<file path="src/sa_pkg.sv">
package sa_pkg;

   // operand width is fixed, the three-group radix-8 split depends on it
   localparam int OPERAND_W = 8;
   localparam int GROUPS = 3;

   localparam int TRIPLE_W = OPERAND_W + 2;  // 3*255 needs 10 bits
   localparam int ACC_W = 2 * OPERAND_W;

   // bit distance between adjacent radix-8 groups
   localparam int GROUP_SHIFT = 3;

   typedef logic [OPERAND_W-1:0] operand_t;  // unsigned row or column operand
   typedef logic [TRIPLE_W-1:0] triple_t;    // three times a column operand
   typedef logic [ACC_W-1:0] acc_t;          // product and accumulator, mod 2^16

   // one radix-8 digit
   // at most one magnitude bit is set, none set means zero
   typedef struct packed {
      logic single;
      logic double;
      logic triple;
      logic quad;
      logic neg;
   } booth_digit_t;

   // group 0 sits in the low bits
   typedef booth_digit_t [GROUPS-1:0] booth_code_t;

endpackage
</file>
<file path="src/systolic_mac_array.sv">
`timescale 1ns/100ps

module systolic_mac_array import sa_pkg::*; #(
   parameter int ROWS = 4,
   parameter int COLS = 4
) (
   input  logic                        CLK,
   input  logic                        arst_n,
   input  operand_t [ROWS-1:0]         a_in,    // one row operand per row
   input  operand_t [COLS-1:0]         b_in,    // one column operand per column
   output acc_t [ROWS-1:0][COLS-1:0]   acc_out
);

   // inputs seen by cell (i,j)
   booth_code_t code_w [ROWS][COLS];
   operand_t    op_w   [ROWS][COLS];
   triple_t     tri_w  [ROWS][COLS];

   // left edge, one encoder per row
   for (genvar i = 0; i < ROWS; i++) begin : g_enc
      booth_row_encoder u_enc (
         .CLK     (CLK),
         .arst_n  (arst_n),
         .operand (a_in[i]),
         .code    (code_w[i][0])
      );
   end

   // top edge, one triple precompute per column
   for (genvar j = 0; j < COLS; j++) begin : g_pre
      triple_col_precompute u_pre (
         .CLK       (CLK),
         .arst_n    (arst_n),
         .operand   (b_in[j]),
         .operand_q (op_w[0][j]),
         .triple_q  (tri_w[0][j])
      );
   end

   for (genvar i = 0; i < ROWS; i++) begin : g_row
      for (genvar j = 0; j < COLS; j++) begin : g_col
         if (i < ROWS - 1 && j < COLS - 1) begin : g_inner
            booth_mac_cell u_cell (
               .CLK         (CLK),
               .arst_n      (arst_n),
               .code_in     (code_w[i][j]),
               .operand_in  (op_w[i][j]),
               .triple_in   (tri_w[i][j]),
               .code_out    (code_w[i][j+1]),
               .operand_out (op_w[i+1][j]),
               .triple_out  (tri_w[i+1][j]),
               .acc         (acc_out[i][j])
            );
         end else if (j < COLS - 1) begin : g_bottom
            // last row, code still moves right
            booth_mac_cell u_cell (
               .CLK         (CLK),
               .arst_n      (arst_n),
               .code_in     (code_w[i][j]),
               .operand_in  (op_w[i][j]),
               .triple_in   (tri_w[i][j]),
               .code_out    (code_w[i][j+1]),
               .operand_out (),
               .triple_out  (),
               .acc         (acc_out[i][j])
            );
         end else if (i < ROWS - 1) begin : g_right
            // last column, operands still move down
            booth_mac_cell u_cell (
               .CLK         (CLK),
               .arst_n      (arst_n),
               .code_in     (code_w[i][j]),
               .operand_in  (op_w[i][j]),
               .triple_in   (tri_w[i][j]),
               .code_out    (),
               .operand_out (op_w[i+1][j]),
               .triple_out  (tri_w[i+1][j]),
               .acc         (acc_out[i][j])
            );
         end else begin : g_corner
            booth_mac_cell u_cell (
               .CLK         (CLK),
               .arst_n      (arst_n),
               .code_in     (code_w[i][j]),
               .operand_in  (op_w[i][j]),
               .triple_in   (tri_w[i][j]),
               .code_out    (),
               .operand_out (),
               .triple_out  (),
               .acc         (acc_out[i][j])
            );
         end
      end
   end

endmodule

</file>
<file path="src/booth_mac_cell.sv">
`timescale 1ns/100ps

module booth_mac_cell import sa_pkg::*; (
   input  logic        CLK,
   input  logic        arst_n,
   input  booth_code_t code_in,     // from the left neighbour or the row encoder
   input  operand_t    operand_in,  // from the cell above or the column precompute
   input  triple_t     triple_in,
   output booth_code_t code_out,
   output operand_t    operand_out,
   output triple_t     triple_out,
   output acc_t        acc
);

   acc_t pp [GROUPS];  // weighted partial products
   acc_t product;

   // picks y, 2y, 3y or 4y for one digit, then applies the sign
   function automatic acc_t select_pp(
      input booth_digit_t dig,
      input operand_t     y,
      input triple_t      ty
   );
      acc_t mag;
      acc_t inv;
      mag = ({ACC_W{dig.single}} & acc_t'(y))
          | ({ACC_W{dig.double}} & (acc_t'(y) << 1))
          | ({ACC_W{dig.triple}} & acc_t'(ty))
          | ({ACC_W{dig.quad}} & (acc_t'(y) << 2));
      inv = mag ^ {ACC_W{dig.neg}};
      // negative zero magnitude wraps back to 0
      return inv + acc_t'(dig.neg);
   endfunction

   // partial sums may dip below zero
   // the full product of two 8-bit operands still fits in 16 bits
   always_comb begin
      product = '0;
      for (int g = 0; g < GROUPS; g++) begin
         pp[g] = select_pp(code_in[g], operand_in, triple_in) << (GROUP_SHIFT * g);
         product = product + pp[g];
      end
   end

   always_ff @(posedge CLK or negedge arst_n) begin
      if (!arst_n) begin
         acc <= '0;
      end else begin
         acc <= acc + product;  // wraps mod 2^16
      end
   end

   // forwarding stage, same edge as the accumulate
   always_ff @(posedge CLK or negedge arst_n) begin
      if (!arst_n) begin
         code_out <= '0;
         operand_out <= '0;
         triple_out <= '0;
      end else begin
         code_out <= code_in;        // moves right
         operand_out <= operand_in;  // moves down
         triple_out <= triple_in;
      end
   end

endmodule

</file>
<file path="src/triple_col_precompute.sv">
`timescale 1ns/100ps

module triple_col_precompute import sa_pkg::*; (
   input  logic     CLK,
   input  logic     arst_n,
   input  operand_t operand,
   output operand_t operand_q,
   output triple_t  triple_q
);

   triple_t triple_d;

   // one adder per column, shared by every cell below
   assign triple_d = triple_t'(operand) + (triple_t'(operand) << 1);

   always_ff @(posedge CLK or negedge arst_n) begin
      if (!arst_n) begin
         operand_q <= '0;
         triple_q <= '0;
      end else begin
         operand_q <= operand;
         triple_q <= triple_d;  // stays aligned with operand_q
      end
   end

endmodule

</file>
<file path="src/booth_row_encoder.sv">
`timescale 1ns/100ps

module booth_row_encoder import sa_pkg::*; (
   input  logic        CLK,
   input  logic        arst_n,
   input  operand_t    operand,
   output booth_code_t code
);

   logic [3:0] win [GROUPS];  // overlapping 4-bit windows, msb is the sign bit
   booth_code_t code_d;

   // window {x3,x2,x1,x0} stands for -4*x3 + 2*x2 + x1 + x0
   function automatic booth_digit_t decode_digit(input logic [3:0] x);
      logic w0;
      logic w1;
      logic w2;
      booth_digit_t d;
      w0 = x[0] ^ x[1];
      w1 = x[1] ^ x[2];
      w2 = x[2] ^ x[3];
      d.single = w0 & ~w2;        // |digit| = 1
      d.double = w1 & ~w0;        // |digit| = 2
      d.triple = w2 & w0;         // |digit| = 3
      d.quad = w2 & ~(w0 | w1);   // |digit| = 4
      d.neg = x[3];
      return d;
   endfunction

   assign win[0] = {operand[2:0], 1'b0};
   assign win[1] = operand[5:2];
   assign win[2] = {1'b0, operand[OPERAND_W-1 -: 3]};  // top group never negative

   always_comb begin
      for (int g = 0; g < GROUPS; g++) begin
         code_d[g] = decode_digit(win[g]);
      end
   end

   // one cycle of latency, code valid after the sampling edge
   always_ff @(posedge CLK or negedge arst_n) begin
      if (!arst_n) begin
         code <= '0;
      end else begin
         code <= code_d;
      end
   end

endmodule

</file>
<file path="config.mk">
export PLATFORM = sky130hd
export DESIGN_NAME = systolic_mac_array
export DESIGN_NICKNAME = d
export VERILOG_FILES = /design/src/sa_pkg.sv /design/src/systolic_mac_array.sv /design/src/booth_mac_cell.sv /design/src/triple_col_precompute.sv /design/src/booth_row_encoder.sv
export SDC_FILE = /design/constraint.sdc
export NUM_CORES = 2
export LEC_CHECK = 0
export BUFFER_PORTS_ARGS = -buffer_cell sky130_fd_sc_hd__clkbuf_2
export CAP_MARGIN = 20
export CORE_MARGIN = 5
export CORE_UTILIZATION = 30
export CTS_CLUSTER_DIAMETER = 150
export DETAILED_ROUTE_END_ITERATION = 10
export GPL_TIMING_DRIVEN = 0
export PLACE_DENSITY = 0.45
export RECOVER_POWER = 25
export SYNTH_ARGS = -nofsm -noshare
export SYNTH_HDL_FRONTEND = slang
export SYNTH_SLANG_ARGS = --single-unit
export TNS_END_PERCENT = 10
</file>
<file path="constraint.sdc">
create_clock -name CLK -period 5.75 [get_ports CLK]
set_clock_uncertainty 0.2 [all_clocks]
set_input_delay 0.575 -clock CLK [delete_from_list [all_inputs] [get_ports CLK]]
set_output_delay 0.575 -clock CLK [all_outputs]
set_load 0.02 [all_outputs]
</file>
# Yosys cells after proc, flatten, opt, wreduce, memory -nomap -nowiden
# Index checks and enable logic that the tools add are counted.
# totals
ff_bits	768
word_cells	848
output_inout_bits	256
input_bits	66
# classes
bitwise_logic	492
add_sub_neg	84
# op_table
operator	n
16-bit adder	48
16-bit OR	48
13-bit OR	48
16-bit by 10-bit AND with 16-bit output	32
10-bit OR	48
13-bit by 10-bit AND with 13-bit output	32
10-bit AND	32
16-bit by 1-bit adder with 16-bit output	16
16-bit by 8-bit AND with 16-bit output	16
16-bit by 9-bit AND with 16-bit output	16
16-bit XOR	16
13-bit by 1-bit adder with 13-bit output	16
13-bit by 8-bit AND with 13-bit output	16
13-bit by 9-bit AND with 13-bit output	16
13-bit XOR	16
10-bit by 8-bit AND with 10-bit output	16
10-bit by 9-bit AND with 10-bit output	16
1-bit AND	48
8-bit by 9-bit adder with 10-bit output	4
1-bit NOT	36
1-bit XOR	28
1-bit OR	12

# Depth between registers and ports, before layout
# logic_depth
depth_word	9
depth_mapped	21
ltp_nobuf	19

# Modules after synthesis
# From an unflattened synthesis, not the netlist that was laid out.
# unflattened
cells_unflattened	6244
hier_area_um2	66176.0
# modules_own_cells
mod	cells_each	area_per_inst_um2	n_inst	seq_area_each_um2
booth_mac_cell (g_row[0].g_col[0].g_inner.u_cell ...)	367	3809.9	8	1226.2
booth_mac_cell (g_row[2].g_col[1].g_inner.u_cell ...)	364	3819.9	7	1226.2
booth_mac_cell (g_row[2].g_col[0].g_inner.u_cell)	364	3787.4	1	1226.2
triple_col_precompute	60	778.2	4	425.4
booth_row_encoder	39	514.2	4	350.3

# Worst setup path before layout
# OpenSTA, ideal clock, no wires.
# synth_timing
path_kind	reg2reg
start	register g_row[1].g_col[2].g_inner.u_cell.operand_out[1]
end	register g_row[2].g_col[2].g_inner.u_cell.acc[15]
setup_ns	0.124
required_ns	5.426
slack_ns	0.647
arrival_time_ns	4.778
stages_incl_launch_ff	21
path_buffers	1
period_less_slack_ns	5.103
path_cell_list	dfrtp_1 buf_2 a222oi_1 and4_1 o21ai_1 o21bai_1 mux2_1 or2_1 xnor2_1 fa_1 inv_1 fa_1 inv_1 ha_1 a21o_1 a21o_1 a21oi_1 o21ai_0 a31o_2 a21oi_1 xnor2_1
# synth_between
elab_chain_cells	9
word_cells_on_any_way	25
classes_between	5 x add/sub; 20 x bitwise
# synth_lines
element	line_no	text
start: declaration	booth_mac_cell.sv:10	output operand_t operand_out,
start signal: assignment	booth_mac_cell.sv:61	operand_out <= operand_in;
16-bit by 8-bit AND with 16-bit output (tied with other cells)	booth_mac_cell.sv:26	mag = ({ACC_W{dig.single}} & acc_t'(y))
16-bit OR / 13-bit OR (equally long branches)	booth_mac_cell.sv:27	| ({ACC_W{dig.double}} & (acc_t'(y) << 1))
16-bit OR / 13-bit OR (equally long branches)	booth_mac_cell.sv:28	| ({ACC_W{dig.triple}} & acc_t'(ty))
16-bit OR / 13-bit OR (equally long branches)	booth_mac_cell.sv:29	| ({ACC_W{dig.quad}} & (acc_t'(y) << 2));
16-bit XOR / 13-bit XOR (equally long branches)	booth_mac_cell.sv:30	inv = mag ^ {ACC_W{dig.neg}};
16-bit by 1-bit adder with 16-bit output / 13-bit by 1-bit adder with 13-bit output (equally long branches)	booth_mac_cell.sv:32	return inv + acc_t'(dig.neg);
16-bit adder	booth_mac_cell.sv:41	product = product + pp[g];
16-bit adder (*)	booth_mac_cell.sv:41	
16-bit adder (*)	booth_mac_cell.sv:49	acc <= acc + product;
end signal: assignment	booth_mac_cell.sv:49	
end: declaration	booth_mac_cell.sv:12	output acc_t acc
# Every way passes the cells marked *; elsewhere a longest branch is shown, timed or not.

# Final worst setup path
# layout_timing
start	register g_row[1].g_col[1].g_inner.u_cell.code_out[8] in the netlist's numbering
end	register g_row[1].g_col[2].g_inner.u_cell.acc[15]
# layout_between
elab_chain_cells	9
# layout_lines
element	line_no	text
start: declaration	booth_mac_cell.sv:9	output booth_code_t code_out,
start signal: assignment	booth_mac_cell.sv:60	code_out <= code_in;
13-bit by 9-bit AND with 13-bit output	booth_mac_cell.sv:27	
13-bit OR	booth_mac_cell.sv:27	
13-bit OR	booth_mac_cell.sv:28	
13-bit OR	booth_mac_cell.sv:29	
13-bit XOR	booth_mac_cell.sv:30	
13-bit by 1-bit adder with 13-bit output	booth_mac_cell.sv:32	
16-bit adder (2 in a row)	booth_mac_cell.sv:41	
16-bit adder	booth_mac_cell.sv:49	
end signal: assignment	booth_mac_cell.sv:49	
end: declaration	booth_mac_cell.sv:12	
# Every way passes these cells.

==> key figures <==
Yosys
  • Synth Area in Adders: 21.5%
  • Most common cell in the netlist: inv_1
  • Synth Area per Inst: 10.0 sq um
  • Predominant post-synthesis flop cell: dfrtp_1
  • Ys async rst share: 100%
  • Synthesized cell area: 56800 sq um
  • Sequential share of the synthesized area: 33.1%
  • Synth top area share: 33.1%
  • Leading area contributor after synthesis: dfrtp_1
  • Synth Area in XOR/XNOR: 10.3%
  • Yosys cell types: 76
  • Simple-gate share of the synthesized area: 7.26%
  • Top post-synthesis cells by area: dfrtp_1 (33%), fa_1 (13%), ha_1 (8.9%)
  • Largest family of logic cells by synthesized area: adder cells
  • Synth Register Bits: 752
  • Post-Synthesis Cells: 5671
  • Number of flops mapped to enable cells by yosys: 0
  • Multiplexer share of the synthesized area: 0.765%
  • Post-synthesis compound-gate area fraction: 19.3%
  • Synth warn: 0
  • Mapped Nets: 6497
  • Top cells by count, synth: inv_1 (774), dfrtp_1 (752), xnor2_1 (525)

Global route
  • Pin count of the biggest net entering global routing: 113
  • Initial antenna violation count: 28
  • GRT Total Usage: 17.6%
  • Number of global-route vias before repair: 44.2k
  • Gr ovfl total: 0
  • Global-route wire length before repair: 272000 um

Timing
  • Hold Worst Slack: 173 ps
  • Max Fclk: 178 MHz
  • Period utilization: 97.9%
  • RSZ-0062 raised after global routing: yes
  • Final Max Tran Viols: 0
  • Final setup fails: 0
  • Final min period: 5630 ps
  • Final hold vios: 0
  • Worst Tran Pin Value: 947 ps
  • Max transition margin: 36.9%

Pwr
  • PD cells: 628 nW/um^2
  • Clock power frac: 15.1%
  • Maximum vdd ir drop: 0.473 mV
  • Internal: 22.4 mW
  • NetSw: 19.0 mW
  • Sw Share: 45.9%
  • Combinational group share of total power: 64.7%
  • Lkg Pwr: 30.4 nW
  • Reg power frac: 20.2%

Clocking
  • CTS max path bufs: 3
  • CTS buffer count: 96
  • CTS tree: built
  • Sink Count: 752
  • Clock slew at reported path FFs: 60 ps
  • CTS HTree Levels: 3
  • Clock Tree Root: clkbuf_16
  • Clock Latency Late Sink: 730 ps

Critical path
  • Critical Path AT: 6040 ps
  • Critical Path End Type: flop
  • CP max stage cell: dfrtp_1
  • Crit path largest cell delay: 560 ps
  • Internal reg-to-reg setup slack: 120 ps
  • Setup crit start kind: flop
  • Critical Path Fanout Max: 8
  • CP Cell Sequence: clkbuf_1 > a222oi_1 > buf_4 > xnor2_1 > ha_1 > nand2_1 > a21oi_1 > nor2_1 > xor2_1 > fa_1 > inv_1 > fa_1 > inv_1 > ha_1 > o21a_1 > o21ai_0 > nor2_1 > a221oi_1 > o21ai_0 > a31oi_1 > xnor2_1
  • CP Class: reg -> reg
  • Critical Path RT: 6160 ps

Routing
  • DRT iter0 DRCs: 3602
  • Vias: 43.7k
  • Routed len/inst: 20.2 um
  • Antenna Nets Post-Route: 0
  • Remaining DRCs: 0
  • Initial DRT Pass Iterations: 7
  • Post-Route WL: 177000 um
  • Number of vias per cell: 4.98

Floorplan
  • Die extent in y: 445 um
  • Core area: 188000 sq um
  • Starting Density: 30.2%
  • Area of the die: 198000 sq um
  • Top Ports: 322
  • Die Wd: 445 um
  • FP Rows: 159

Min path
  • Hold crit path type: reg -> reg

Job
  • Max_cap viols: 0

Cells and area
  • NumNets Final: 7015
  • Share of layout cells above drive strength 1: 9.67%
  • Synthesis-to-finish area growth: 16.2%
  • Filler Cells Inserted: 19.2k
  • Final Util: 35.1%

Placement
  • PortBufs: 321
  • GP Congestion: 0.876
  • Dpl hpwl: 144000 um

Outcome
  • Status: finished clean
placed cells by master, fill, tap and decap left out, types with 27 or more instances in the layout:
cell	n
and4_1	27
o21ai_0	105
nand2_1	288
a222oi_1	91
a21o_1	100
nor2_1	176
dlygate4sd3_1	81
xnor2_1	525
nand3_1	53
fa_1	356
ha_1	404
clkbuf_1	368
o211ai_1	46
nor2b_1	31
a22oi_1	348
nor4_1	38
xor2_1	145
dfrtp_1	750
a21oi_1	201
nor3_1	59
clkbuf_16	96
inv_1	774
o21a_1	50
a221oi_1	129
a22o_1	144
clkbuf_2	297
o21bai_1	60
kinds of logic after synthesis:
logic type      Yosys count
compound gates         1464
xor+xnor                670
fa+ha+maj               760
buf+inv                1147
flops                   752
mux                      40
simple gates            838
through the flow:
step	cells	setup slack (ps)	power [mW]	TNS [ps]	cell area (sq um)
finish	8781	121	41.4	0	66000
CTS	8754	-0.598	42.1	-0.598	65900
global placement	8487	-15390	35.1	-	61500
floorplan	5671	647	28.8	0	56800
detailed placement	8494	-276	35.3	-1110	61700
global route	8774	-169	45.9	-743	66000
area by class of cell:
type / count / area [sq um] / area share [%]
flip-flops and latches: 752 / 18800 / 28.5
inverters: 777 / 2920 / 4.42
diodes: 18 / 45.0 / 0.0682
well taps: 2495 / 3120 / 4.73
clock buffers: 117 / 2610 / 3.96
clock inverters: 60 / 704 / 1.07
plain buffers: 368 / 1480 / 2.24
multi-input cells: 3772 / 33600 / 51.0
repair buffers: 422 / 2670 / 4.04
timing repair:
item | CTS | global route
setup buffers | 2 | 11
resized for setup | 10 | 35
endpoints found under the setup margin | 10 | 23
hold endpoints to repair | 182 | 0
pin swaps | 4 | 8
hold buffers | 81 | 0
state kept, by name, indices dropped and copies added (netlist names):
register,cells
g_row.g_col.g_right.u_cell.triple_out,30
g_row.g_col.g_inner.u_cell.triple_out,90
g_row.g_col.g_inner.u_cell.acc,144
g_pre.u_pre.operand_q,28
g_enc.u_enc.code,56
g_pre.u_pre.triple_q,40
g_row.g_col.g_inner.u_cell.operand_out,63
g_row.g_col.g_right.u_cell.operand_out,21
g_row.g_col.g_inner.u_cell.code_out,126
g_row.g_col.g_bottom.u_cell.code_out,42
g_row.g_col.g_corner.u_cell.acc,16
g_row.g_col.g_right.u_cell.acc,48
g_row.g_col.g_bottom.u_cell.acc,48
power by group through the flow:
stage	combinational [mW]	sequential, mW	clock (mW)
3_3_place_gp	26.6	8.55	0
2_1_floorplan	19.8	9.04	0
5_1_grt	30.6	8.56	6.72
3_5_place_dp	26.8	8.54	0
4_1_cts	27.1	8.45	6.53
6_report	26.8	8.37	6.26
worst max-delay path: cells and delay by family, from the launching register on:
family                   cells  cell delay, ps
buffers and inverters        4             590
adder cells (fa/ha/maj)      4            1590
flip-flops                   1             560
XOR/XNOR                     3             370
AND/OR/NAND/NOR              3             210
AO/OA/AOI/OAI                7            2000
worst paths after layout:
check                                                                    end                                          from  cells past startpoint
worst max-delay path                g_row[1].g_col[2].g_inner.u_cell.acc[15]  g_row[1].g_col[1].g_inner.u_cell.code_out[8]                     21
worst min-delay path            g_row[0].g_col[0].g_inner.u_cell.code_out[1]                        g_enc[0].u_enc.code[1]                      0
worst max register to register      g_row[1].g_col[2].g_inner.u_cell.acc[15]  g_row[1].g_col[1].g_inner.u_cell.code_out[8]                     21
worst min register to register  g_row[0].g_col[0].g_inner.u_cell.code_out[1]                        g_enc[0].u_enc.code[1]                      0
max in group asynchronous                        g_pre[1].u_pre.operand_q[4]                                        arst_n                      5
min in group asynchronous           g_row[3].g_col[3].g_corner.u_cell.acc[6]                                        arst_n                      2
per-layer routing:
layer | vias to the layer above | GRT usage [%] | part of all wire, %
met5 | - | 0 | 0.0073
met4 | 2 | 6.43 | 3.9
met1 | 21500 | 22.5 | 43
met3 | 274 | 2.69 | 4.9
met2 | 1205 | 30.3 | 48
li1 | 20800 | - | -
Note: power is estimated with default switching activity, not from simulation.
